**src/hdl/sysPkg.sv**
```systemverilog
// Shared bus widths, memory map and timer definitions, imported by every design module
package sysPkg;

    // Bus widths
    parameter int addrWidth  = 32;
    parameter int dataWidth  = 32;
    parameter int strbWidth  = 4;
    // Maps to MIPS interrupt lines 7..2
    parameter int hwIntWidth = 6;

    // Memory map
    parameter logic [addrWidth-1:0] dmBase     = 32'h0000_0000;
    parameter logic [addrWidth-1:0] timer0Base = 32'h0000_7F00;
    parameter logic [addrWidth-1:0] timer1Base = 32'h0000_7F10;
    parameter int                   timerSpan  = 16;

    // Byte offset inside one timer window
    parameter int timerOffWidth = $clog2(timerSpan);

    // Timer register offsets
    parameter logic [timerOffWidth-1:0] ctrlOffset   = 4'h0;
    parameter logic [timerOffWidth-1:0] presetOffset = 4'h4;
    parameter logic [timerOffWidth-1:0] countOffset  = 4'h8;

    // Control register layout
    parameter int enableBit  = 0;
    parameter int modeLoBit  = 1;
    parameter int modeHiBit  = 2;
    parameter int intMaskBit = 3;

    // Codes 2 and 3 fall back to one-shot behavior
    typedef enum logic [1:0] {
        oneShot    = 2'd0,
        autoReload = 2'd1
    } timerMode;

endpackage
```
**src/hdl/northBridge.sv**
```systemverilog
// APB completer that decodes the CPU data bus and routes it to data memory or the south bridge
module northBridge #(
    parameter int dataWords = 1024
) (
    input  logic                            clk,
    input  logic                            reset,
    input  logic                            psel,
    input  logic                            penable,
    input  logic                            pwrite,
    input  logic [sysPkg::addrWidth-1:0]    paddr,
    input  logic [sysPkg::dataWidth-1:0]    pwdata,
    input  logic [sysPkg::strbWidth-1:0]    pstrb,
    output logic [sysPkg::dataWidth-1:0]    prdata,
    output logic                            pready,
    output logic                            pslverr,
    output logic                            dmSel,
    output logic                            dmWrite,
    output logic [sysPkg::addrWidth-1:0]    dmAddr,
    output logic [sysPkg::dataWidth-1:0]    dmWData,
    output logic [sysPkg::strbWidth-1:0]    dmStrb,
    input  logic [sysPkg::dataWidth-1:0]    dmRData,
    output logic                            sbSel,
    output logic                            sbWrite,
    output logic [sysPkg::addrWidth-1:0]    sbAddr,
    output logic [sysPkg::dataWidth-1:0]    sbWData,
    input  logic [sysPkg::dataWidth-1:0]    sbRData,
    input  logic [sysPkg::hwIntWidth-1:0]   sbHwInt,
    output logic [sysPkg::hwIntWidth-1:0]   hwInt
);
    import sysPkg::*;

    localparam logic [addrWidth-1:0] dmLimit = addrWidth'(dataWords * 4);

    logic access;
    logic dmHit;
    logic sbHit;
    logic timerErr;
    logic err;
    logic memRead;
    logic waitFlag;

    assign access = psel & penable;

    // Address decode, subtraction keeps each window test base-relative
    assign dmHit = (paddr - dmBase) < dmLimit;
    assign sbHit = ((paddr - timer0Base) < addrWidth'(timerSpan))
                 | ((paddr - timer1Base) < addrWidth'(timerSpan));

    // Timers only take aligned, full-word accesses
    assign timerErr = sbHit & ((paddr[1:0] != 2'b00) | (pwrite & (pstrb != '1)));
    assign err      = ~(dmHit | sbHit) | timerErr;
    assign memRead  = dmHit & ~pwrite;

    // Wait state for the registered memory read
    always_ff @(posedge clk) begin
        if (reset) begin
            waitFlag <= 1'b0;
        end else begin
            waitFlag <= access & memRead & ~waitFlag;
        end
    end

    assign pready  = access & (~memRead | waitFlag);
    assign pslverr = access & err;

    // Targets see only the access phase, so writes commit on the completing edge
    assign dmSel   = access & dmHit & ~waitFlag;
    assign dmWrite = pwrite;
    assign dmAddr  = paddr - dmBase;
    assign dmWData = pwdata;
    assign dmStrb  = pstrb;

    assign sbSel   = access & sbHit & ~timerErr;
    assign sbWrite = pwrite;
    assign sbAddr  = paddr;
    assign sbWData = pwdata;

    always_comb begin
        if (err) begin
            prdata = '0;
        end else if (dmHit) begin
            prdata = dmRData;
        end else begin
            prdata = sbRData;
        end
    end

    assign hwInt = sbHwInt;

    // Requester protocol checks
    assert property (@(posedge clk) disable iff (reset) penable |-> psel);
    assert property (@(posedge clk) disable iff (reset) waitFlag |-> $stable(paddr));

endmodule

```
**config.mk**
```make
export PLATFORM = sky130hd
export DESIGN_NAME = northBridge
export DESIGN_NICKNAME = d
export VERILOG_FILES = /design/src/hdl/sysPkg.sv /design/src/hdl/northBridge.sv
export SDC_FILE = /design/constraint.sdc
export NUM_CORES = 1
export LEC_CHECK = 0
export BUFFER_PORTS_ARGS = -buffer_cell sky130_fd_sc_hd__buf_2
export CORE_AREA = 5 5 122 124
export DETAILED_ROUTE_END_ITERATION = 6
export DIE_AREA = 0 0 127 129
export GPL_TIMING_DRIVEN = 0
export PLACE_DENSITY_LB_ADDON = 0.15
export SYNTH_ARGS = -nofsm -noshare
export SYNTH_HDL_FRONTEND = slang
export SYNTH_SLANG_ARGS = --single-unit
```
**constraint.sdc**
```tcl
create_clock -name clk -period 7.6 [get_ports clk]
set_clock_uncertainty 0.05 [all_clocks]
set_input_delay 0.76 -clock clk [delete_from_list [all_inputs] [get_ports clk]]
set_output_delay 0.76 -clock clk [all_outputs]
set_load 0.03 [all_outputs]
```
# After elaboration in Yosys (flattened, before gate mapping)
# Cells that the tools add are included.
# totals
regBits	1
input_bits	143
out_inout_bits	176
word_cells	32
# op_classes
addsub	2
magnitude_cmp	3
n_eq_ne	1
mux	2
n_bitwise	22
reduce_logical	1
# op_table
cell	n
32-bit by 5-bit less-than comparator with 1-bit output (second input constant)	2
32-bit 2-to-1 mux	2
32-bit by 15-bit subtractor with 32-bit output (second input constant)	2
32-bit by 13-bit less-than comparator with 1-bit output (second input constant)	1
1-bit bitwise AND	12
1-bit NOT	5
1-bit bitwise OR	5
4-bit inequality test (second input constant)	1
2-bit nonzero test	1

# Logic depth before layout (Yosys ltp)
# logic_depth
depth_word	7
depth_mapped	8
depth_no_buf	7

# Worst setup path after synthesis
# No wires, ideal clock.
# synth_timing
path_kind	input to output
start	input paddr[7] (netlist bit)
end	output prdata[0] (netlist bit)
arrival_ps	3168
required_ps	6790
path_slack_ps	3622
cell_stages	7
path_buffers	0
path_cell_list	or3_1 or4_1 a2111oi_2 nand4_1 a2111oi_2 o2bb2a_4 o21ai_0
# synth_via
elab_chain_cells	7
elab_cells_between_ends	12
classes_between	add/sub: 2; order compare: 3; mux: 2; bitwise: 5
# synth_lines
element	line	source
start, declared	northBridge.sv:10	input logic [sysPkg::addrWidth-1:0] paddr,
32-bit by 15-bit subtractor with 32-bit output, on equally long branches	northBridge.sv:46, northBridge.sv:47	
32-bit by 5-bit less-than comparator with 1-bit output, on equally long branches	northBridge.sv:46, northBridge.sv:47	
1-bit bitwise OR	northBridge.sv:47	| ((paddr - timer1Base) < addrWidth'(timerSpan));
1-bit bitwise OR	northBridge.sv:51	assign err = ~(dmHit | sbHit) | timerErr;
1-bit NOT	northBridge.sv:51	
1-bit bitwise OR	northBridge.sv:51	
32-bit 2-to-1 mux *	northBridge.sv:79	if (err) begin
end, declared	northBridge.sv:13	output logic [sysPkg::dataWidth-1:0] prdata,
# Mark *: on every way between the ends. The rest lies on a longest branch, timed or not.

# Final worst setup path
# layout_timing
start	input paddr[13] (netlist bit)
end	output sbSel
# layout_via
elab_chain_cells	6
elab_cells_between_ends	9
classes_between	add/sub: 2; order compare: 2; bitwise: 5
# layout_lines
element	line	source
32-bit by 15-bit subtractor with 32-bit output, on equally long branches	northBridge.sv:46, northBridge.sv:47	
32-bit by 5-bit less-than comparator with 1-bit output, on equally long branches	northBridge.sv:46, northBridge.sv:47	
1-bit bitwise OR *	northBridge.sv:47	
1-bit bitwise AND	northBridge.sv:50	assign timerErr = sbHit & ((paddr[1:0] != 2'b00) | (pwrite & (pstrb != '1)));
1-bit NOT	northBridge.sv:73	assign sbSel = access & sbHit & ~timerErr;
1-bit bitwise AND *	northBridge.sv:73	
end, declared	northBridge.sv:22	output logic sbSel,
# Marked as above.

==> reports/results.ini <==
[global_routing]
track_usage_pct = 10.8
grt_pass1_wl_um = 14900
first_global_vias = 2910
antenna_found_initial = 0
overflow = 0
grt_start_max_net_pins = 11

[critical_path]
path_common_cell = buf_2
crit_fanout = 10
cpLargestDelayFamily = simple AND/OR/NAND/NOR gates
crit_chain = buf_2 > nand4_1 > nor3_1 > nor2_1 > or3_1 > a2111oi_2 > o2bb2a_4 > buf_6 > nor3b_2 > buf_2
cpPeakStageDelay_ps = 510
cp_data_required_time_ps = 6790
setup.worst_path.class = in2out
worst-endpoint-arrival_ps = 3290
cp-start-kind = primary input
cp-end-kind = output pin
crit_slowest_cell = nor3_1
critPathBufInv = 3

[place]
place_congestion = 0.843
dp_hpwl_um = 9470
numPortBuffers = 278

[drt]
vias = 3063
wl_per_cell_um = 13.2
postRouteWirelength_um = 10400
drtAntennaViolNets = 0
viasPerCell = 3.88
initialDrtViolationCount = 73
drc = 0
first_pass_iters = 4

[layout]
regMostFlops = waitFlag
areaGrowthSynthToFinish_pct = 73.5
largest_register_ffs = 1
drive_gt1_share_pct = 74.4
top_regs = waitFlag x1
fin_nets = 755
final_util_pct = 27.9
n_antenna_cell = 0
nFillCells = 1581

[power_and_ir_drop]
powerDensity_mw_per_mm2 = 61.1
leakage_nw = 2.10
finalPower_uw = 233
ir_worst_vdd_mv = 0.0256

[yosys]
ys_ff_latch = 1
synth_edf_count = 0
synth_area_per_cell_um2 = 6.63
syn_area_mm2 = 0.00220
ys_warn_count = 0
syn_inst = 332
syn-num-nets = 475
ys.flop_type = dfxtp_1
yosys.cell_types.count = 37
async_flop_share_pct = 0
seq_area_frac_synth_pct = 0.910

[sta]
slew_violations = 0
timing.final.crit_share_pct = 54.0
worst_slew_pin_slew_ps = 928
tns_ps = 0
timing.slew.headroom_pct = 37.8
hold_violations = 0
rsz0062_at_grt = no
clock.fmax_ghz = 0.244
finalSetupViolations = 0
holdWs_ps = 505
finalCriticalPeriod_ps = 4100

[floorplan]
start_util_pct = 16.1
ios = 319
rows = 43
die_x_um = 127
core_area_mm2 = 0.0137
dieArea_mm2 = 0.0164
dieHeight_um = 129

[clocking]
cts_resized = 0
path_clk_slew_ps = 0
clk_latency_ps = 0
postCtsSetupBuffers = 0
postCtsHoldBufs = 0

[min_path]
worstHoldPathType = reg2reg

[job]
cap_violations = 0

[outcome]
status = completed

path summary, 6_finish.rpt:
kind	startpoint	slack, ps	depth (start not counted)	end
setup / recovery	paddr[13]	3500	10	sbSel
hold reg to reg	waitFlag$_SDFF_PP0_	510	2	waitFlag$_SDFF_PP0_
setup reg to reg	waitFlag$_SDFF_PP0_	6770	2	waitFlag$_SDFF_PP0_
hold / removal	waitFlag$_SDFF_PP0_	510	2	waitFlag$_SDFF_PP0_
per-layer routing:
layer	share of wire (%)	global-route usage [%]
met5	0	0
met3	8.7	1.33
met1	37	12.9
met4	0.60	0.694
met2	54	21.3
synth_stat cells, drive strengths merged, types with 2 or more instances:
master   count  area, µm²
nor2b        2       12.5
clkbuf       9       33.8
nand3       35        175
o21ai       38        292
a2111oi      2       30.0
a21oi        3       15.0
nand2       38        143
inv          2       7.51
nor2        13       48.8
nand4        7       43.8
nor3         9       50.1
a211oi       4       30.0
buf        143       1080
or3          3       18.8
nor3b        2       20.0
nor4         6       37.5
cell usage in the layout (no fill, tap or decap), types with 3 or more instances in the layout:
master    instances
buf_2           278
buf_4           140
nand2_1          38
nand3_1          35
o21ai_2          27
nor2_1           13
o21ai_0           9
clkbuf_1          9
nor3_1            8
nand4_1           7
nor4_1            6
a211oi_1          4
a21oi_1           3
or3_1             3
buf_6             3
final cells by class:
cell class | count | area (µm²) | share of cell area [%]
sequential | 1 | 20.0 | 0.525
buffer | 153 | 1130 | 29.5
tap | 180 | 225 | 5.90
timing repair buffer | 278 | 1390 | 36.5
inverter | 2 | 7.51 | 0.197
multi-input combinational | 176 | 1040 | 27.4
worst min-delay path, stage by stage, from the launching register on:
cell and delay [ps]:
dfxtp_1 310, nor3_1 60, nor3b_1 130
logic make-up (layout without fill, tap and decap cells):
family,Yosys count,count (layout),synth area share [%]
buf+inv,155,433,51.6
simple gates,120,120,26.8
compound gates,54,54,19.8
xor+xnor,1,1,0.398
mux,1,1,0.455
flops,1,1,0.910
per-stage QoR:
stage / worst slack (ps) / cell area [µm²] / cells
finish: 3500 / 3820 / 790
global route: 3230 / 3820 / 790
CTS: 3470 / 3820 / 790
detailed placement: 3480 / 3820 / 790
global placement: 3460 / 3820 / 790
floorplan: 3620 / 2200 / 332
power breakdown:
group,switching (mW),internal (mW)
clock network,0,0
registers,0.000000000406,0.00536
logic,0.133,0.0953
total,0.133,0.101
Power figures use the tool's default switching activity.
