===== src/hdl/sysPkg.sv =====
// Shared bus widths, memory map and timer definitions, imported by every design module
package sysPkg;

    // Bus widths
    parameter int addrWidth  = 32;
    parameter int dataWidth  = 32;
    parameter int strbWidth  = 4;
    // Maps to MIPS interrupt lines 7..2
    parameter int hwIntWidth = 6;

    // Memory map
    parameter logic [addrWidth-1:0] dmBase     = 32'h0000_0000;
    parameter logic [addrWidth-1:0] timer0Base = 32'h0000_7F00;
    parameter logic [addrWidth-1:0] timer1Base = 32'h0000_7F10;
    parameter int                   timerSpan  = 16;

    // Byte offset inside one timer window
    parameter int timerOffWidth = $clog2(timerSpan);

    // Timer register offsets
    parameter logic [timerOffWidth-1:0] ctrlOffset   = 4'h0;
    parameter logic [timerOffWidth-1:0] presetOffset = 4'h4;
    parameter logic [timerOffWidth-1:0] countOffset  = 4'h8;

    // Control register layout
    parameter int enableBit  = 0;
    parameter int modeLoBit  = 1;
    parameter int modeHiBit  = 2;
    parameter int intMaskBit = 3;

    // Codes 2 and 3 fall back to one-shot behavior
    typedef enum logic [1:0] {
        oneShot    = 2'd0,
        autoReload = 2'd1
    } timerMode;

endpackage

===== src/hdl/southBridge.sv =====
// Combinational south bridge that decodes the two timer windows and gathers hardware interrupts
module southBridge (
    input  logic                                sbSel,
    input  logic                                sbWrite,
    input  logic [sysPkg::addrWidth-1:0]        sbAddr,
    input  logic [sysPkg::dataWidth-1:0]        sbWData,
    input  logic                                interrupt,
    output logic [sysPkg::dataWidth-1:0]        sbRData,
    output logic [sysPkg::hwIntWidth-1:0]       sbHwInt,
    output logic                                timer0Sel,
    output logic [sysPkg::timerOffWidth-1:0]    timer0Addr,
    output logic [sysPkg::dataWidth-1:0]        timer0WData,
    input  logic [sysPkg::dataWidth-1:0]        timer0RData,
    input  logic                                timer0Irq,
    output logic                                timer1Sel,
    output logic [sysPkg::timerOffWidth-1:0]    timer1Addr,
    output logic [sysPkg::dataWidth-1:0]        timer1WData,
    input  logic [sysPkg::dataWidth-1:0]        timer1RData,
    input  logic                                timer1Irq
);
    import sysPkg::*;

    logic t0Hit;
    logic t1Hit;

    assign t0Hit = (sbAddr - timer0Base) < addrWidth'(timerSpan);
    assign t1Hit = (sbAddr - timer1Base) < addrWidth'(timerSpan);

    // Each timer gets its own select and window offset
    assign timer0Sel   = sbSel & t0Hit;
    assign timer0Addr  = timerOffWidth'(sbAddr - timer0Base);
    assign timer0WData = sbWData;

    assign timer1Sel   = sbSel & t1Hit;
    assign timer1Addr  = timerOffWidth'(sbAddr - timer1Base);
    assign timer1WData = sbWData;

    // Read data only for a selected read
    always_comb begin
        sbRData = '0;
        if (sbSel && !sbWrite) begin
            if (t0Hit) begin
                sbRData = timer0RData;
            end else if (t1Hit) begin
                sbRData = timer1RData;
            end
        end
    end

    // Interrupt vector, upper lines unused
    always_comb begin
        sbHwInt    = '0;
        sbHwInt[0] = timer0Irq;
        sbHwInt[1] = timer1Irq;
        sbHwInt[2] = interrupt;
    end

endmodule


===== config.mk =====
export PLATFORM = sky130hd
export DESIGN_NAME = southBridge
export DESIGN_NICKNAME = d
export VERILOG_FILES = /design/src/hdl/sysPkg.sv /design/src/hdl/southBridge.sv
export SDC_FILE = /design/constraint.sdc
export NUM_CORES = 1
export LEC_CHECK = 0
export BUFFER_PORTS_ARGS = -buffer_cell sky130_fd_sc_hd__buf_4
export CAP_MARGIN = 20
export CORE_AREA = 2 2 96 98
export DETAILED_ROUTE_END_ITERATION = 8
export DIE_AREA = 0 0 98 100
export PLACE_DENSITY = 0.57
export REMOVE_ABC_BUFFERS = 1
export SETUP_SLACK_MARGIN = 0.3
export SYNTH_ARGS = -nofsm -noshare
export SYNTH_HDL_FRONTEND = slang
export SYNTH_SLANG_ARGS = --single-unit

===== constraint.sdc =====
create_clock -name vclk -period 4.01
set_input_delay 0 -clock vclk [all_inputs]
set_output_delay 0 -clock vclk [all_outputs]
set_load 0.01 [all_outputs]

# == Yosys cells after proc, flatten, opt, wreduce, memory -nomap -nowiden ==
# Index checks and enable logic that the tools add are counted.
# word_totals
rom_bits,0
word_cells,11
latchBits,0
input_bits,133
ram_bits,0
out_inout_bits,112
memories,0
reg_bits,0
# classes
eq_ne,0
n_reduce_logical,2
n_mul,0
div_mod_pow,0
add_sub_neg,2
shift,0
n_mux,3
n_bitwise,2
magnitude_cmp,2
# ops
cell,count
$mux W32,3
$lt A32 B5 Y1 const B,2
$sub A32 B15 Y32 const B,2
$and A1 B1 Y1,2
$logic_and A1 B1 Y1,1
$logic_not A1 Y1,1

# == Logic depth before layout (Yosys ltp) ==
# Gate-level depths: netlist of the first run.
# depth
ltp_word,5
mapped_depth,8
depth_no_buf,6

# == Worst setup path before layout of the first run ==
# Ideal clock, no wire load.
# synth_path
kind,input port to output port
startpoint,input port sbAddr[7] (netlist name)
endpoint,output port sbRData[0] (netlist name)
t_required_ns,4.010
n_path_buf,3
arrival_time_ns,1.871
path_slack_ns,2.139
path_stages,8
cell_sequence,or4_1 -> buf_2 -> nand4b_1 -> a2111o_1 -> buf_2 -> nor3_4 -> buf_6 -> o2bb2ai_1
# synth_between
elab_chain_len,5
word_cells_on_any_way,7
classes_between,2 x add/sub; 2 x order compare; 3 x mux
# synth_rtl
item,line_no,source
"start, declared",southBridge.sv:5,"input logic [sysPkg::addrWidth-1:0] sbAddr,"
$sub A32 B15 Y32,-,
$lt A32 B5 Y1,southBridge.sv:27,assign t1Hit = (sbAddr - timer1Base) < addrWidth'(timerSpan);
$mux W32,southBridge.sv:44,end else if (t1Hit) begin
$mux W32 *,southBridge.sv:42,if (t0Hit) begin
$mux W32 *,southBridge.sv:41,if (sbSel && !sbWrite) begin
"end, declared",southBridge.sv:8,"output logic [sysPkg::dataWidth-1:0] sbRData,"
# Every way passes the cells marked *; elsewhere a longest branch is shown, timed or not.

# == Final worst setup path of the first run ==
# layout_path
startpoint,input port sbAddr[7] (netlist name)
endpoint,output port sbRData[22] (netlist name)
# Same word-level chain as after synthesis.

==> results of run 1 <==
-- synthesized netlist by cell type --
| master | n |
|---|---|
| buf_4 | 78 |
| nand4_1 | 36 |
| o2bb2ai_1 | 31 |
| clkbuf_1 | 10 |
| nor2_1 | 7 |
| a21oi_1 | 4 |
| nor4_1 | 4 |
| buf_6 | 3 |
| inv_1 | 3 |
| nor3_1 | 3 |
| a41oi_1 | 2 |
| and2_1 | 2 |
| and4_1 | 2 |
| buf_1 | 2 |
| buf_2 | 2 |
| nand2_1 | 2 |
| nand4b_1 | 2 |
| or4_1 | 2 |
| a2111o_1 | 1 |
| a2bb2o_1 | 1 |
| a31o_2 | 1 |
| a31oi_1 | 1 |
| and3_1 | 1 |
| conb_1 | 1 |
| nand3_1 | 1 |
| nand4_2 | 1 |
| nor3_2 | 1 |
| nor3_4 | 1 |
| o21ai_0 | 1 |
| o22ai_1 | 1 |
| o31a_1 | 1 |
| o31ai_1 | 1 |
| o31ai_2 | 1 |
| or3_1 | 1 |
| xor2_1 | 1 |
-- where the power goes --
part           switching, W  internal (W)  leakage (nW)  total, W
logic             0.0000418     0.0000679         0.834  0.000110
registers                 0             0             0         0
clock network             0             0             0         0
total             0.0000418     0.0000679         0.834  0.000110
-- layer usage --
| layer | track usage | vias to the layer above | wire (um) |
|---|---|---|---|
| met3 | 0.179 | 8 | 2130 |
| met2 | 0.302 | 221 | 4640 |
| met1 | 0.167 | 813 | 2810 |
| met4 | 0.0150 | 2 | 111 |
| li1 | - | 816 | - |
| met5 | 0.0667 | - | 64 |
-- critical path: stages --
cell       delay, ps
buf_4            110
or4_1            630
nand4b_1         230
a2111o_1         390
buf_4            250
nor3_4           250
buf_4            350
o2bb2ai_1        170
buf_4            150
-- worst min path at each step --
stage | depth (start not counted) | slack [ps] | to | start
final | 0 | 0.06 | timer1WData[1] | sbWData[1]
after global routing | 0 | 0.09 | timer1WData[1] | sbWData[1]
after CTS | 0 | 0.1 | timer1Addr[1] | sbAddr[1]
after detailed placement | 0 | 0.1 | timer1Addr[1] | sbAddr[1]
after global placement | 0 | 0.1 | timer1Addr[1] | sbAddr[1]
after floorplan | 0 | 0 | sbHwInt[0] | timer0Irq
-- final cells by class --
type / count / area share
repair buffers: 134 / 0.505
multi-input cells: 116 / 0.419
well taps: 111 / 0.0698
inverters: 3 / 0.00566
-- per-stage QoR --
stage / total power, W / instance area (sq um) / setup WS, ps / utilization / cells
final: 0.000110 / 1990 / 1460 / 0.224 / 364
after global routing: 0.000119 / 1990 / 1270 / 0.224 / 364
after CTS: 0.000110 / 1990 / 1430 / 0.224 / 364
after detailed placement: 0.000109 / 1990 / 1440 / 0.224 / 364
after global placement: 0.000109 / 1990 / 1510 / 0.224 / 364
after floorplan: 0.0000235 / 835 / 1440 / - / 119
-- kinds of logic after synthesis --
group,after synthesis,share of synthesized area
AOI/OAI and AO/OA,46,0.257
xor gates and xnor gates,1,0.00583
buffers and inverters,98,0.457
other,1,0.00250
and+or+nand+nor,66,0.278
==> results.py, run 1 <==
metrics = {
    "floorplan": {
        "fp-row-count": 35,
        "dieArea_sq_um": 9800,
        "ioPinCount": 245,
        "die_height_um": 100,
        "die_w_um": 98,
        "coreArea_sq_um": 8890,
        "start_util": 0.169,
    },
    "run": {
        "max-cap-violations": 0,
    },
    "timing": {
        "holdWs_ps": 0.0630,
        "finalHoldViolations": 0,
        "min_period_ps": 2550,
        "worst_pin_slew_ps": 500,
        "rsz0062_at_grt": "no",
        "setup_viol": 0,
        "fin_tns_setup_ps": 0,
        "drv_slew": 0,
        "fmaxAchievable_ghz": 0.392,
        "fin_crit_sh": 0.636,
        "maxSlewHeadroom": 0.664,
    },
    "hold_path": {
        "hold_path.class": "in -> out",
    },
    "critical_path": {
        "crit_required_ps": 4010,
        "cp_max_fo": 34,
        "setup.worst_path.start_class": "input port",
        "startpoint": "sbAddr[7]",
        "crit_type": "in -> out",
        "end_kind": "output pin",
        "cp.arrival_ps": 2550,
        "endpoint": "sbRData[22]",
    },
    "routing": {
        "detail_route.wl_per_cell_um": 26.8,
        "via_per_inst": 5.11,
        "dr.pass1.iters": 4,
        "wl_um": 9760,
        "ant_nets": 0,
        "route.detailed.drc": 0,
        "via_count": 1860,
        "drt_iter0_drc": 54,
    },
    "synthesis": {
        "netlist_top_cells_area": "buf_4, o2bb2ai_1, nand4_1",
        "ys_seq_area_frac": 0,
        "synth_cells": 212,
        "synth_area_sq_um": 1500,
        "netlist.area_leader.share": 0.390,
        "synth_cell_types": 35,
        "netlist.top_cell.by_area": "buf_4",
        "syn_avg_cell_area_sq_um": 7.08,
        "ys_warn_count": 0,
    },
    "grt": {
        "grt_pass1_wl_um": 13000,
        "grt_max_degree": 35,
        "grt_overflow": 0,
        "grt_pass1_vias": 1664,
        "antenna_found_initial": 0,
        "grt_usage": 0.183,
    },
    "finish": {
        "diodes": 0,
        "nFlopsAndLatches": 0,
        "n_clock_buffer": 0,
        "drive_above_1_share": 0.553,
        "mostFrequentLayoutCells": "buf_4, nand4_1, o2bb2ai_1",
        "syn_to_final_growth_pct": 32.6,
        "layout_commonest_cell": "buf_4",
        "fillers": 1005,
        "regArea_sq_um": 0,
        "nNetsFinal": 388,
        "multi_input_area_sq_um": 835,
    },
    "placement": {
        "port_buffers": 128,
        "gp_congestion": 0.837,
        "hpwl_um": 8480,
    },
    "pwr": {
        "power_leakage_nw": 0.834,
        "ir_drop_mv": 0.0212,
        "power.density_nw_per_um2": 55.1,
    },
    "clock_tree": {
        "cts_resized": 0,
        "postCtsSetupBuffers": 0,
        "holdBufCountCts": 0,
    },
    "run_status": {
        "status": "finished, final reports clean",
    },
}
Note: power is estimated with default switching activity, not from simulation.
==> run 2, diff against run 1 <==
--- a/config.mk
+++ b/config.mk
@@ -7,10 +7,10 @@
 export LEC_CHECK = 0
 export BUFFER_PORTS_ARGS = -buffer_cell sky130_fd_sc_hd__buf_4
 export CAP_MARGIN = 20
-export CORE_AREA = 2 2 96 98
+export CORE_AREA = 2 2 95 97
 export DETAILED_ROUTE_END_ITERATION = 8
-export DIE_AREA = 0 0 98 100
-export PLACE_DENSITY = 0.57
+export DIE_AREA = 0 0 97 99
+export PLACE_DENSITY = 0.6
 export REMOVE_ABC_BUFFERS = 1
 export SETUP_SLACK_MARGIN = 0.3
 export SYNTH_ARGS = -nofsm -noshare
==> constraint.sdc (replaced) <==
create_clock -name vclk -period 2.06
set_input_delay 0 -clock vclk [all_inputs]
set_output_delay 0 -clock vclk [all_outputs]
set_load 0.01 [all_outputs]
==> run 2 against run 1 <==
  * Die area fell by 2.0%
  * Worst setup slack got worse by 1400 ps
  * Total power rose by 150%
  * Global-route usage rose by 1.8 points
  * Count of clock-buffer cells in the layout did not move
  * Sequential share of layout area did not move
  * Critical path type unchanged
  * Critical endpoint is now sbRData[14]
  * Highest routed layer unchanged
==> results.py, run 2 (synthesis gave the netlist of run 1 again) <==
metrics = {
    "routing": {
        "wl_um": 10500,
        "detail_route.wl_per_cell_um": 27.3,
        "route.detailed.drc": 0,
        "ant_nets": 0,
        "drt_iter0_drc": 40,
        "via_count": 1966,
        "dr.pass1.iters": 4,
        "via_per_inst": 5.13,
    },
    "grt": {
        "grt_usage": 0.201,
        "grt_pass1_vias": 1967,
        "antenna_found_initial": 0,
        "grt_overflow": 0,
        "grt_pass1_wl_um": 14100,
        "grt_max_degree": 33,
    },
    "finish": {
        "drive_above_1_share": 0.629,
        "mostFrequentLayoutCells": "buf_4, nand4_1, o2bb2ai_1",
        "layout_commonest_cell": "buf_4",
        "n_clock_buffer": 0,
        "layout.cells.non_filler": 383,
        "syn_to_final_growth_pct": 64.8,
        "diodes": 0,
        "postLayoutCoreUtil": 0.289,
        "nNetsFinal": 410,
        "fillers": 906,
        "nFlopsAndLatches": 0,
        "design_area_sq_um": 2470,
        "regArea_sq_um": 0,
    },
    "timing": {
        "fin_tns_setup_ps": 0,
        "min_period_ps": 2000,
        "fin_crit_sh": 0.972,
        "fmaxAchievable_ghz": 0.499,
        "setup_viol": 0,
        "holdWs_ps": 0.0414,
        "drv_slew": 0,
        "rsz0062_at_grt": "yes",
        "finalHoldViolations": 0,
    },
    "pwr": {
        "p_switching_w": 0.0000989,
        "clkPwrFrac": 0,
        "p_comb_frac": 1.000,
        "power_leakage_nw": 1.05,
        "switching_share": 0.367,
        "power.density_nw_per_um2": 109,
        "seqPwrFrac": 0,
        "ir_drop_mv": 0.0528,
        "internal_power_w": 0.000171,
    },
    "critical_path": {
        "max_stage_delay_ps": 540,
        "worstPathCellList": "buf_6 > or4_4 > nand4b_1 > a2111o_1 > buf_4 > buf_12 > nand4_1 > o2bb2ai_1 > buf_4",
        "setup.worst_path.start_class": "input port",
        "critPathMostFrequentCell": "buf_4",
        "cp.arrival_ps": 2000,
        "cp_max_fo": 19,
        "critPathSlowestCell": "or4_4",
        "crit_type": "in -> out",
        "crit_required_ps": 2060,
        "end_kind": "output pin",
    },
    "floorplan": {
        "start_util": 0.176,
        "die_height_um": 99,
        "fp-row-count": 34,
        "ioPinCount": 245,
        "die_w_um": 97,
        "dieArea_sq_um": 9600,
        "coreArea_sq_um": 8550,
    },
    "placement": {
        "gp_congestion": 0.873,
        "hpwl_um": 8660,
        "post_dp_cell_area_sq_um": 2090,
        "port_buffers": 128,
        "dp.cells": 368,
    },
    "run": {
        "max-cap-violations": 0,
    },
    "run_status": {
        "status": "finished, final reports clean",
    },
    "hold_path": {
        "hold_path.class": "in -> out",
    },
}
[run 2: changes by cell type in the layout (fill, tap and decap cells not counted), moves of 3 or more]
cell,previous run,this run
buf_12,0,6
buf_6,0,12
o2bb2ai_1,31,28
o2bb2ai_2,0,3
[run 2: worst max-delay path: cells and delay by family]
kind | cells | cell delay, ps
buffers and inverters | 4 | 560
and+or+nand+nor | 3 | 870
AOI/OAI and AO/OA | 2 | 580
[run 2: worst paths after layout]
check                 depth (start not counted)        start  slack, ps              end
worst max-delay path                          9    sbAddr[4]         60      sbRData[14]
worst min-delay path                          0  sbWData[16]       0.04  timer0WData[16]
[run 2: routing by layer]
layer,GRT usage,routed length (um),vias to the layer above
li1,-,-,864
met1,0.176,3110,874
met2,0.352,5170,216
met3,0.167,1880,10
met4,0.0423,283,2
met5,0.0513,23,-
[run 2: through the flow]
step                      total power, W  worst slack [ps]
after floorplan                0.0000456              -507
after global placement          0.000218            -0.380
after detailed placement        0.000221             -33.6
after CTS                       0.000259              53.5
after global routing            0.000290             -15.6
final                           0.000270              58.0
[run 2: repair_timing]
action | 4_1_cts | 5_1_grt
hold buffers | 0 | 0
pin swaps | 31 | 9
gates cloned | 5 | 1
gates resized for setup | 25 | 8
setup endpoints to repair | 34 | 34
buffers inserted | 6 | 3
[run 2: power by group through the flow]
stage	combinational (W)	clock [W]	sequential, W
2_1_floorplan	0.0000456	0	0
5_1_grt	0.000290	0	0
6_report	0.000270	0	0
3_5_place_dp	0.000221	0	0
3_3_place_gp	0.000218	0	0
4_1_cts	0.000259	0	0
[run 2: area by class of cell]
type	count	area (sq um)	share of cell area
inverters	3	11.3	0.00455
well taps	108	135	0.0546
repair buffers	156	1410	0.568
multi-input cells	116	922	0.373
