## src/hdl/sysPkg.sv

```systemverilog
// Shared bus widths, memory map and timer definitions, imported by every design module
package sysPkg;

    // Bus widths
    parameter int addrWidth  = 32;
    parameter int dataWidth  = 32;
    parameter int strbWidth  = 4;
    // Maps to MIPS interrupt lines 7..2
    parameter int hwIntWidth = 6;

    // Memory map
    parameter logic [addrWidth-1:0] dmBase     = 32'h0000_0000;
    parameter logic [addrWidth-1:0] timer0Base = 32'h0000_7F00;
    parameter logic [addrWidth-1:0] timer1Base = 32'h0000_7F10;
    parameter int                   timerSpan  = 16;

    // Byte offset inside one timer window
    parameter int timerOffWidth = $clog2(timerSpan);

    // Timer register offsets
    parameter logic [timerOffWidth-1:0] ctrlOffset   = 4'h0;
    parameter logic [timerOffWidth-1:0] presetOffset = 4'h4;
    parameter logic [timerOffWidth-1:0] countOffset  = 4'h8;

    // Control register layout
    parameter int enableBit  = 0;
    parameter int modeLoBit  = 1;
    parameter int modeHiBit  = 2;
    parameter int intMaskBit = 3;

    // Codes 2 and 3 fall back to one-shot behavior
    typedef enum logic [1:0] {
        oneShot    = 2'd0,
        autoReload = 2'd1
    } timerMode;

endpackage
```

## src/hdl/timer.sv

```systemverilog
// Programmable count-down timer with one-shot and auto-reload modes and a maskable interrupt
module timer (
    input  logic                                clk,
    input  logic                                reset,
    input  logic                                sel,
    input  logic                                write,
    input  logic [sysPkg::timerOffWidth-1:0]    addr,
    input  logic [sysPkg::dataWidth-1:0]        wdata,
    output logic [sysPkg::dataWidth-1:0]        rdata,
    output logic                                irq
);
    import sysPkg::*;

    logic [intMaskBit:0]  ctrl;
    logic [dataWidth-1:0] preset;
    logic [dataWidth-1:0] count;
    logic                 we;
    logic                 tick;
    logic                 expire;
    logic                 autoMode;
    timerMode             mode;

    assign we       = sel & write;
    assign mode     = timerMode'(ctrl[modeHiBit:modeLoBit]);
    assign autoMode = (mode == autoReload);

    // Count moves only while enabled and nonzero
    assign tick   = ctrl[enableBit] & (count != '0);
    assign expire = tick & (count == dataWidth'(1));

    always_ff @(posedge clk) begin
        if (reset) begin
            ctrl   <= '0;
            preset <= '0;
            count  <= '0;
            irq    <= 1'b0;
        end else begin
            // Auto-reload irq is a single-cycle pulse
            if (autoMode) begin
                irq <= 1'b0;
            end
            if (tick) begin
                if (expire) begin
                    if (autoMode) begin
                        count <= preset;
                    end else begin
                        count           <= '0;
                        ctrl[enableBit] <= 1'b0;
                    end
                    if (ctrl[intMaskBit]) begin
                        irq <= 1'b1;
                    end
                end else begin
                    count <= count - 1'b1;
                end
            end
            // Software writes override the counter in the same cycle
            if (we) begin
                case (addr)
                    ctrlOffset: begin
                        ctrl <= wdata[intMaskBit:0];
                        irq  <= 1'b0;
                    end
                    presetOffset: begin
                        preset <= wdata;
                        count  <= wdata;
                    end
                    // count is read-only
                    default: ;
                endcase
            end
        end
    end

    always_comb begin
        case (addr)
            ctrlOffset:   rdata = dataWidth'(ctrl);
            presetOffset: rdata = preset;
            countOffset:  rdata = count;
            default:      rdata = '0;
        endcase
    end

    // Irq only stands while the mask is set
    assert property (@(posedge clk) disable iff (reset) irq |-> ctrl[intMaskBit]);

endmodule

```

## config.mk

```make
export PLATFORM = sky130hd
export DESIGN_NAME = timer
export DESIGN_NICKNAME = d
export VERILOG_FILES = /design/src/hdl/sysPkg.sv /design/src/hdl/timer.sv
export SDC_FILE = /design/constraint.sdc
export NUM_CORES = 1
export LEC_CHECK = 0
export ABC_AREA = 0
export BUFFER_PORTS_ARGS = -buffer_cell sky130_fd_sc_hd__buf_4
export CAP_MARGIN = 20
export CORE_ASPECT_RATIO = 1.4
export CORE_UTILIZATION = 50
export CTS_CLUSTER_DIAMETER = 120
export CTS_CLUSTER_SIZE = 25
export DETAILED_ROUTE_END_ITERATION = 8
export PLACE_DENSITY_LB_ADDON = 0.25
export SLEW_MARGIN = 30
export SYNTH_ARGS = -nofsm -noshare
export SYNTH_HDL_FRONTEND = slang
export SYNTH_SLANG_ARGS = --single-unit
```

## constraint.sdc

```tcl
create_clock -name clk -period 5.75 [get_ports clk]
set_input_delay 0 -clock clk [delete_from_list [all_inputs] [get_ports clk]]
set_output_delay 0 -clock clk [all_outputs]
set_load 0.05 [all_outputs]
```

# Word-level counts from Yosys, hierarchy flattened
# Cells that the tools add are included.
# totals
elab_cells	34
ff_bits	69
out_inout_bits	33
in_bits	40
# classes
eq_ne	4
reduce_logical	4
n_mux	17
n_bitwise	3
n_addsub	1
# op_table
cell	n
$mux 32	5
$pmux 32 s3	1
$eq 32x1->1 const B	1
$reduce_bool 32->1	1
$sub 32x1->32 const B	1
$mux 1	11
$eq 4x3->1 const B	1
$eq 4x4->1 const B	1
$logic_not 4->1	1
$reduce_and 2->1	2
$and 1x1->1	3
$eq 2x1->1 const B	1

# Longest topological paths before layout
# Gate-level depths: netlist of the first run.
# logic_depth
ltp_word	7
depth_mapped	10
depth_no_buf	8

# Worst setup path after synthesis of the first run
# Ideal clock, no wire load.
# synth_timing
path_type	reg2reg
startpoint	register count[30]
endpoint	register count[13]
slack_ns	2.935
stages_incl_launch_ff	9
t_arrival_ns	2.724
setup_ns	0.091
n_path_buf	3
required_ns	5.659
period_less_slack_ns	2.815
path_cell_list	dfxtp_1 > or4_4 > or4_4 > buf_6 > or4_4 > buf_6 > buf_8 > a211o_1 > a311oi_1
# synth_between
elab_chain_len	7
word_cells_on_any_way	8
classes_between	1 x eq/ne; 4 x mux; 2 x bitwise; 1 x reduce/logical
# synth_rtl
element	line_no	source
start: declaration	timer.sv:16	logic [dataWidth-1:0] count;
start signal: assignment	timer.sv:45	count <= preset;
start signal: assignment	timer.sv:54	count <= count - 1'b1;
start signal: assignment	timer.sv:66	count <= wdata;
$reduce_bool 32->1	timer.sv:28	assign tick = ctrl[enableBit] & (count != '0);
$and 1x1->1	timer.sv:28	
$and 1x1->1	timer.sv:29	assign expire = tick & (count == dataWidth'(1));
$mux 32	timer.sv:43	if (expire) begin
$mux 32 (*)	timer.sv:42	if (tick) begin
$mux 32	timer.sv:59	case (addr)
$mux 32 (*)	timer.sv:58	if (we) begin
# Mark *: on every way between the ends. The rest lies on a longest branch, timed or not.
# A chain may end at the register's enable or synchronous reset.

# Worst setup path after layout of the first run
# layout_timing
startpoint	register count[30]
endpoint	register count[21]
# Same word-level chain as after synthesis.

==> out/metrics.cfg, run 1 <==
[logic_synthesis]
yosys.area.top_type_share_pct=33.39
synth_area_leaders=dfxtp_1 (33%), nand2_1 (8.9%), a21oi_1 (7.7%), a22o_1 (6.1%), clkbuf_1 (4.1%)
ys_warn_count=0
synthesis.area_sq_um=4136
synth.largest_area_cell=dfxtp_1
synth.distinct_cells=57
ys.flop_type=dfxtp_1
ys_async_sr_fraction_pct=0
yosysSeqAreaShare_pct=33.39
synth-edff-count=0
synth.avg_cell_area_sq_um=7.480
netlist_instances=553
synth-seq-cells=69
syn_nets=596

[routing]
first_iter_violations=521
routed-wl-met3_um=797
wl_per_cell_um=17.48
drc=0
route.met2.wl_um=6356
vias_per_cell=6.293
drt.antenna.violating_nets=0
vias=4594
routed_wl_um=12760
highest_layer=met4
first_pass_iters=6
m1WireLength_um=5230

[global_route]
grt_pass1_vias=4324
antenna_found_initial=0
grt-ovfl-total=0
grtUsageTotal_pct=30.86
grt_max_degree=70
grt_pass1_wl_um=20910

[hold_path]
hp-class=input pin to register
hold_start=write

[timing]
fmax_mhz=299.6
period_needed_ps=3338
tns_ps=0
worst_slew_pin_slew_ps=887.0
finalCritPeriodShare_pct=58.05
finalHoldViolCount=0
fin_worst_skew_ps=13.05
drv_slew=0
rsz0062_at_grt=false
setup_viol=0
slew-limit-headroom_pct=40.42

[worst_setup_path]
cp_max_fo=28
r2r_setup_slack_ps=2410
crit_required_ps=6020
end_kind=register
crit_start=count[30]$_SDFF_PP0_
critPathLaunchType=register
worstReg2RegStart=count[30]$_SDFF_PP0_
cp.arrival_ps=3610
crit_type=register to register

[pwr]
p_switching_mw=0.3108
vdd_ir_drop_max_v=0.0001332
power.internal_mw=0.7964
combPwrFrac_pct=18.9
seqPwrFrac_pct=44.6
switching_share_pct=28.07
p_leak_nw=2.024
powerDensity_nw_per_um2=213.5
clock_power_share_pct=36.5

[placement]
io_buffers=72
gp_congestion=0.9338
hpwl_um=8119
placed_cells=683

[cells_and_area]
fill_cells=704
regArea_sq_um=1381
num-nets-final=669
antenna_cells=0
multi_input_area_sq_um=2540
stdcell_count=730
layout-drive-gt1-share_pct=17.94
area_delta_synth_final_pct=25.38

[clock_network]
cts_buffers=9
cts_hold_buf=32
cts_tree=yes
cts_num_sinks=69
cts-root-buf=clkbuf_8
cts.clk_slew.worst_paths_ps=70
clk_latency_ps=360
post-cts-setup-buffers=0
cts_max_level=3
clockBufferDepth=2
post_cts_resize_count=0

[die]
die_w_um=78.87
dieArea_sq_um=8646
initial_core_util_pct=52.41
placementRows=38
num_io_pins=73
core_area_sq_um=7893
die_h_um=109.6

[flow_run]
cap_viol_max_count=0

[run_status]
status=finished, final reports clean

[area by class of cell]
cell class                      count  share of cell area, %
Multi-Input combinational cell    426                  48.97
Sequential cell                    69                  26.63
Timing Repair Buffer              111                  17.61
Clock buffer                       14                  3.136
Tap cell                          100                  2.413
Inverter                            9                 0.6514
Clock inverter                      1                 0.5790
[placed cells by master (no fill, tap or decap), types with 4 or more instances in the layout]
cell type / instances
a211o_1: 5
a211oi_1: 5
a21oi_1: 64
a221oi_1: 6
a222oi_1: 4
a22o_1: 29
a22oi_1: 7
a311oi_1: 7
a31oi_1: 6
and3_1: 6
buf_4: 79
clkbuf_8: 11
dfxtp_1: 69
dlygate4sd3_1: 32
inv_1: 9
nand2_1: 98
nand3_1: 6
nor2_1: 40
nor3_1: 23
nor4_1: 6
o211ai_1: 5
o21a_1: 5
o21ai_0: 26
o22ai_1: 7
or2_2: 4
or3_1: 6
or4_1: 7
or4_4: 4
xnor2_1: 6
[routing by layer]
| metal | track usage, % | vias to the layer above |
|---|---|---|
| met2 | 52.98 | 212 |
| met4 | 15.19 | 0 |
| met3 | 5.145 | 37 |
| li1 | - | 2191 |
| met5 | 0 | - |
| met1 | 37.22 | 2154 |
[worst max-delay path: stages (launching register included)]
cell	delay, ps
dfxtp_1	350
or4_4	560
or4_4	610
nor4_4	760
buf_4	430
and3_1	190
o21ai_0	60
a311oi_1	280
[stage by stage]
stage / hold slack [ps] / util (%) / area, sq um / worst slack [ps] / power, mW
finish: 79.53 / 65.71 / 5186 / 2412 / 1.107
global route: 95.15 / 65.71 / 5186 / 2239 / 1.150
CTS: 51.81 / 65.62 / 5179 / 2389 / 1.105
detailed placement: 231.5 / 59.12 / 4666 / 2383 / 0.6917
global placement: 222.2 / 59.12 / 4666 / 2491 / 0.6865
floorplan: 108.6 / - / 4136 / 2935 / 0.6353
[flip-flops by register name (all words and copies together), names as in the netlist]
signal / count
preset: 32
irq: 1
count: 32
ctrl: 4
[path summary, 6_finish.rpt]
kind                            depth (start not counted)                      end
worst max-delay path                                    7     count[21]$_SDFF_PP0_
worst min register to register                          2  preset[22]$_SDFFE_PP0P_
worst max register to register                          7     count[21]$_SDFF_PP0_
worst min-delay path                                    4     ctrl[1]$_SDFFE_PP0P_
[synth_stat cells, types with 9 or more instances]
cell type and number:
o21ai_0 26, dfxtp_1 69, inv_1 9, nor3_1 23, nand2_1 98, nor2_1 40
clkbuf_1 45, a22o_1 29, a21oi_1 64
[logic make-up after synthesis]
group | count (synthesis) | share of synthesized area (%)
adder cells (fa/ha/maj) | 3 | 0.9075
buffers and inverters | 58 | 5.898
AND/OR/NAND/NOR | 215 | 24.65
AO/OA/AOI/OAI | 197 | 32.73
flip-flops | 69 | 33.39
multiplexers | 3 | 0.7260
XOR/XNOR | 8 | 1.694
[power by group through the flow]
| stage | Clock [mW] | Sequential (mW) | Combinational, mW |
|---|---|---|---|
| detailed placement | 0 | 0.505 | 0.187 |
| floorplan | 0 | 0.502 | 0.133 |
| finish | 0.404 | 0.494 | 0.209 |
| global placement | 0 | 0.504 | 0.182 |
| CTS | 0.407 | 0.494 | 0.205 |
| global route | 0.427 | 0.495 | 0.228 |
Note: power is estimated with default switching activity, not from simulation.
==> run 2: changes to the inputs <==
- clock period: 5.75 -> 2.7 ns (I/O delays scaled with it)
==> run 2 against run 1 <==
  * The run now ends with setup timing left
  * Sequential power grew 110%
  * Power increased by 110%
  * Count of clock-buffer cells in the layout is 1 lower
  * Global-route usage rose by 0.73 points
  * Register-to-register slack lost 2500 ps
  * Design area rose by 8.2%
  * Sequential share of layout area is 1.9 points lower
  * Worst setup slack worse by 2500 ps
  * Non-clock buffer count increased by 46
  * Via count increased by 5.4%
  * Critical endpoint is now count[12]$_SDFF_PP0_
==> out/metrics.cfg, run 2 (synthesized netlist as in run 1, its figures left out) <==
[pwr]
p_leak_nw=2.250  ; was 2.024 nW
clock_power_share_pct=31.1  ; was 36.5%
seqPwrFrac_pct=45.0  ; was 44.6%
combPwrFrac_pct=23.9  ; was 18.9%
switching_share_pct=29.36  ; was 28.07%
vdd_ir_drop_max_v=0.0002751  ; was 0.0001332 V
power.internal_mw=1.645  ; was 0.7964 mW
p_switching_mw=0.6838  ; was 0.3108 mW
powerDensity_nw_per_um2=415.2  ; was 213.5 nW/um^2
power.total_mw=2.329  ; was 1.107 mW

[worst_setup_path]
cp_max_fo=6  ; was 28
crit_type=register to register  ; unchanged
slowest_stage=or4_4  ; was nor4_4
cp_num_buf_inv=0  ; was 1
cp.arrival_ps=3060  ; was 3610 ps
worstPathCellList=or4_4 -> or4_4 -> or4_4 -> a211o_1 -> a311oi_2  ; was or4_4 -> or4_4 -> nor4_4 -> buf_4 -> and3_1 -> o21ai_0 -> a311oi_1
critPathLaunchType=register  ; unchanged
crit_path_max_incr_delay_ps=640  ; was 760 ps
end_kind=register  ; unchanged
r2r_cells=5  ; was 7
worst_path_most_repeated_cell=or4_4  ; unchanged
crit_cells=5  ; was 7
crit_required_ps=2960  ; was 6020 ps
crit_family=simple AND/OR/NAND/NOR gates  ; unchanged

[placement]
pre_cts_slack_ps=-37.44  ; was 2383 ps
hpwl_um=8953  ; was 8119 um
gp_congestion=0.9348  ; was 0.9338
placed_area_sq_um=4981  ; was 4666 sq um
io_buffers=72  ; unchanged

[die]
initial_core_util_pct=52.41  ; unchanged
die_h_um=109.6  ; unchanged
dieArea_sq_um=8646  ; unchanged
die_w_um=78.87  ; unchanged
core_area_sq_um=7893  ; unchanged
placementRows=38  ; unchanged
num_io_pins=73  ; unchanged

[cells_and_area]
layout-drive-gt1-share_pct=26.00  ; was 17.94%
num-nets-final=716  ; was 669
antenna_cells=0  ; unchanged
area_delta_synth_final_pct=35.60  ; was 25.38%
finalInstanceArea_sq_um=5609  ; was 5186 sq um
mostFrequentLayoutCell=buf_4  ; was nand2_1
regArea_sq_um=1385  ; was 1381 sq um
layout_common_cells=buf_4 (122), nand2_1 (97), dfxtp_1 (66)  ; was nand2_1 (98), buf_4 (79), dfxtp_1 (69)
fill_cells=657  ; was 704
fin_util_pct=71.07  ; was 65.71%
reg_top3=count x32, preset x32, ctrl x4  ; unchanged
multi_input_area_sq_um=2628  ; was 2540 sq um

[timing]
tns_ps=-245.6  ; was 0 ps
slew-limit-headroom_pct=47.18  ; was 40.42%
finalHoldViolCount=0  ; unchanged
fmax_mhz=356.8  ; was 299.6 MHz
worst_slew_pin_slew_ps=789.4  ; was 887.0 ps
rsz0062_at_grt=true  ; was false
setup_viol=7  ; was 0
period_needed_ps=2803  ; was 3338 ps
fin_worst_skew_ps=6.941  ; was 13.05 ps
fin_ws_ps=-103.0  ; was 2412 ps
drv_slew=0  ; unchanged
finalCritPeriodShare_pct=103.8  ; was 58.05%

[clock_network]
cts_max_level=3  ; unchanged
cts.clk_slew.worst_paths_ps=70  ; about the same
cts_num_sinks=69  ; unchanged
cts-root-buf=clkbuf_8  ; unchanged
cts_buffers=9  ; unchanged
clk_latency_ps=350  ; was 360 ps
clockBufferDepth=2  ; unchanged
cts_tree=yes  ; unchanged

[routing]
routed-wl-met3_um=762  ; was 797 um
wl_per_cell_um=17.45  ; was 17.48 um
highest_layer=met4  ; unchanged
first_pass_iters=5  ; was 6
vias=4843  ; was 4594
m1WireLength_um=5417  ; was 5230 um
vias_per_cell=6.233  ; was 6.293
first_iter_violations=444  ; was 521
route.met2.wl_um=6910  ; was 6356 um
drt.antenna.violating_nets=0  ; unchanged
drc=0  ; unchanged
routed_wl_um=13560  ; was 12760 um

[flow_run]
cap_viol_max_count=0  ; unchanged

[global_route]
grt-ovfl-total=0  ; unchanged
grt_pass1_wl_um=21380  ; was 20910 um
grt_pass1_vias=4476  ; was 4324
grt_max_degree=39  ; was 70
antenna_found_initial=0  ; unchanged
grtUsageTotal_pct=31.59  ; was 30.86%

[run_status]
status=finished with violations  ; was finished, final reports clean
violations=setup timing

[hold_path]
hold_depth=2  ; was 4
hp-class=input pin to register  ; unchanged

==> run 2: cell count changes in the layout (fill, tap and decap cells not counted), moves of 3 or more <==
cell	previous run	this run
dfxtp_1	69	66
nor3_1	23	20
buf_4	79	122
nor3_2	0	3
dfxtp_2	0	3
==> run 2: metrics by stage <==
stage          std cells  hold WS, ps
2_1_floorplan        553        108.6
3_3_place_gp         723        215.7
3_5_place_dp         723        222.7
4_1_cts              772        76.05
5_1_grt              777        98.08
6_report             777        76.92
==> run 2: power groups by stage <==
stage / Sequential [mW] / Combinational (mW) / Clock (mW)
3_5_place_dp: 1.07 / 0.458 / 0
2_1_floorplan: 1.07 / 0.284 / 0
3_3_place_gp: 1.07 / 0.449 / 0
4_1_cts: 1.05 / 0.503 / 0.733
6_report: 1.05 / 0.556 / 0.725
5_1_grt: 1.05 / 0.598 / 0.787
==> run 2: per-layer routing <==
| layer | global-route usage [%] | vias up |
|---|---|---|
| li1 | - | 2282 |
| met5 | 0 | - |
| met3 | 3.900 | 55 |
| met4 | 16.49 | 0 |
| met1 | 37.99 | 2281 |
| met2 | 54.91 | 225 |
==> run 2: final timing paths <==
kind	from	to	slack, ps
setup reg to reg	count[30]$_SDFF_PP0_	count[12]$_SDFF_PP0_	-100
hold reg to reg	preset[4]$_SDFFE_PP0P_	preset[4]$_SDFFE_PP0P_	470
hold / removal	reset	preset[15]$_SDFFE_PP0P_	80
setup / recovery	count[30]$_SDFF_PP0_	count[12]$_SDFF_PP0_	-100
==> run 2: final cells by class <==
class | instances | share of cell area (%)
Multi-Input combinational cell | 427 | 46.84
Sequential cell | 69 | 24.69
Timing Repair Buffer | 157 | 22.80
Clock buffer | 13 | 2.654
Tap cell | 100 | 2.231
Inverter | 9 | 0.6023
Clock inverter | 2 | 0.1785
==> run 2: worst register-to-register path, stage by stage (launching register included) <==
cell	delay (ps)
dfxtp_1	320
or4_4	560
or4_4	610
or4_4	640
a211o_1	350
a311oi_2	250
==> run 2: repair_timing <==
action,4_1_cts,5_1_grt
buffers inserted,2,4
cloned,0,1
hold buffers,32,0
endpoints found under the setup margin,3,17
resized for setup,1,21
endpoints found under the hold margin,63,0
pin swaps,1,9
==> run 3: changes to the inputs <==
- SETUP_SLACK_MARGIN: default -> 0.5
==> run 3 against run 2 <==
  * The flow still finishes with violations (setup timing)
  * Combinational power rose by 15%
  * Design area is 11% higher
  * Cell count increased by 3.7%
  * Routed wire length rose by 23%
  * Clock skew is 3.6 ps higher
  * Non-clock buffer count is 28 higher
  * First-iteration DRC count is 56% higher
  * Power grew 8.2%
  * Maximum frequency is 3.0% lower
  * Sequential cell count did not move
  * Critical endpoint is now count[23]$_SDFF_PP0_
  * Largest power group unchanged
==> out/metrics.cfg, run 3 (synthesized netlist as in run 1, its figures left out) <==
[run_status]
status=finished with violations  ; unchanged
violations=setup timing  ; unchanged

[die]
initial_core_util_pct=52.41  ; unchanged
num_io_pins=73  ; unchanged
die_w_um=78.87  ; unchanged
die_h_um=109.6  ; unchanged
placementRows=38  ; unchanged
core_area_sq_um=7893  ; unchanged
dieArea_sq_um=8646  ; unchanged

[pwr]
power.total_mw=2.520  ; was 2.329 mW
combPwrFrac_pct=25.4  ; was 23.9%
switching_share_pct=30.37  ; was 29.36%
vdd_ir_drop_max_v=0.0002619  ; was 0.0002751 V
p_switching_mw=0.7655  ; was 0.6838 mW
power.internal_mw=1.755  ; was 1.645 mW
clock_power_share_pct=33.0  ; was 31.1%
powerDensity_nw_per_um2=404.9  ; was 415.2 nW/um^2
seqPwrFrac_pct=41.6  ; was 45.0%
p_leak_nw=2.508  ; was 2.250 nW

[cells_and_area]
fill_cells=524  ; was 657
area_delta_synth_final_pct=50.48  ; was 35.60%
layout-drive-gt1-share_pct=33.00  ; was 26.00%
reg_top3=count x32, preset x32, ctrl x4  ; unchanged
fin_util_pct=78.87  ; was 71.07%
antenna_cells=0  ; unchanged
num-nets-final=744  ; was 716
layout_common_cells=buf_4 (127), nand2_1 (97), dfxtp_1 (66)  ; was buf_4 (122), nand2_1 (97), dfxtp_1 (66)
mostFrequentLayoutCell=buf_4  ; unchanged

[worst_setup_path]
r2r_cells=11  ; was 5
crit_path_max_incr_delay_ps=600  ; was 640 ps
crit_start=count[10]$_SDFF_PP0_  ; was count[30]$_SDFF_PP0_
cp_max_fo=6  ; unchanged
r2r_setup_slack_ps=-190  ; was -100 ps
rr_endpoint=count[23]$_SDFF_PP0_  ; was count[12]$_SDFF_PP0_
slowest_stage=or4_4  ; unchanged
end_kind=register  ; unchanged
worstReg2RegStart=count[10]$_SDFF_PP0_  ; was count[30]$_SDFF_PP0_
cp.arrival_ps=3130  ; was 3060 ps
crit_type=register to register  ; unchanged
setup.worst_path.end=count[23]$_SDFF_PP0_  ; was count[12]$_SDFF_PP0_
worstPathCellList=or4_4 -> or4_4 -> buf_6 -> nor4_4 -> buf_6 -> buf_4 -> clkbuf_16 -> buf_4 -> a22oi_1 -> nor2_1 -> nor3_1  ; was or4_4 -> or4_4 -> or4_4 -> a211o_1 -> a311oi_2
critPathLaunchType=register  ; unchanged
crit_required_ps=2940  ; was 2960 ps

[global_route]
grt_max_degree=48  ; was 39
antenna_found_initial=0  ; unchanged
grt_pass1_vias=4905  ; was 4476
grt-ovfl-total=0  ; unchanged
grtUsageTotal_pct=35.97  ; was 31.59%
grt_pass1_wl_um=24090  ; was 21380 um

[timing]
finalHoldViolCount=0  ; unchanged
rsz0062_at_grt=true  ; unchanged
period_needed_ps=2890  ; was 2803 ps
slew-limit-headroom_pct=31.78  ; was 47.18%
setup_viol=21  ; was 7
fin_ws_ps=-189.6  ; was -103.0 ps
finalCritPeriodShare_pct=107.0  ; was 103.8%
fmax_mhz=346.1  ; was 356.8 MHz
drv_slew=0  ; unchanged
fin_worst_skew_ps=10.52  ; was 6.941 ps
worst_slew_pin_slew_ps=1019  ; was 789.4 ps

[clock_network]
cts_tree=yes  ; unchanged
cts_buffers=9  ; unchanged
clockBufferDepth=2  ; unchanged
cts_num_sinks=69  ; unchanged
clk_latency_ps=370  ; was 350 ps
cts.clk_slew.worst_paths_ps=70  ; about the same
cts-root-buf=clkbuf_8  ; unchanged
cts_max_level=3  ; unchanged

[placement]
io_buffers=72  ; unchanged
pre_cts_slack_ps=-7.736  ; was -37.44 ps
hpwl_um=9188  ; was 8953 um
gp_congestion=1.015  ; was 0.9348

[routing]
first_iter_violations=692  ; was 444
vias_per_cell=6.689  ; was 6.233
routed_wl_um=16640  ; was 13560 um
vias=5391  ; was 4843
drt.antenna.violating_nets=0  ; unchanged
wl_per_cell_um=20.65  ; was 17.45 um
drc=0  ; unchanged
first_pass_iters=5  ; unchanged

[hold_path]
hp-class=input pin to register  ; unchanged

[flow_run]
cap_viol_max_count=0  ; unchanged

## run 3: metrics by stage
stage | cells | area (sq um) | setup TNS [ps] | hold slack (ps)
floorplan | 553 | 4268 | -206.8 | 114.6
global placement | 724 | 5046 | 0 | 218.6
detailed placement | 724 | 5046 | -11.79 | 222.9
CTS | 789 | 5889 | 0 | 2.568
global route | 806 | 6225 | -2214 | 8.003
finish | 806 | 6225 | -1357 | 11.47
## run 3: power by group through the flow
stage / clock network [mW] / logic [mW] / registers [mW]
CTS: 0.822 / 0.544 / 1.05
global route: 0.887 / 0.673 / 1.05
global placement: 0 / 0.464 / 1.07
floorplan: 0 / 0.297 / 1.07
detailed placement: 0 / 0.472 / 1.07
finish: 0.832 / 0.639 / 1.05
## run 3: what timing repair did
action	4_1_cts	5_1_grt
cloned	6	3
hold buffers	32	0
gates resized for setup	28	48
hold endpoints to repair	63	0
pin swaps	17	20
endpoints found under the setup margin	34	34
setup buffers	11	14
## run 3: worst max-delay path, delay by kind of cell, from the launching register on
kind	cells	cell delay (ps)
flops	1	320
compound gates	1	80
simple gates	5	1640
buf+inv	5	750
## run 3: final cells by class
class / count / area [sq um] / share of cell area (%)
sequential: 69 / 1385 / 22.25
tap: 100 / 125.1 / 2.010
timing repair buffer: 185 / 1702 / 27.34
multi-input combinational: 427 / 2789 / 44.80
clock buffer: 16 / 190.2 / 3.055
inverter: 9 / 33.78 / 0.5427
## run 3: how the worst min path moves through the flow
stage,slack [ps],start,depth (start not counted),endpoint
after CTS,3,reset,2,ctrl[1]$_SDFFE_PP0P_
after floorplan,110,wdata[18],2,count[18]$_SDFF_PP0_
after global routing,8,reset,2,ctrl[3]$_SDFFE_PP0P_
final,10,reset,2,ctrl[1]$_SDFFE_PP0P_
after global placement,220,wdata[18],3,count[18]$_SDFF_PP0_
after detailed placement,220,wdata[27],3,count[27]$_SDFF_PP0_
## run 3: per-layer routing
metal | share of wire, % | GRT usage (%) | wire length (um)
met2 | 48 | 61.06 | 8020
met3 | 9.0 | 8.133 | 1493
met4 | 7.0 | 24.94 | 1170
met1 | 36 | 39.75 | 5959
met5 | 0 | 0 | 0
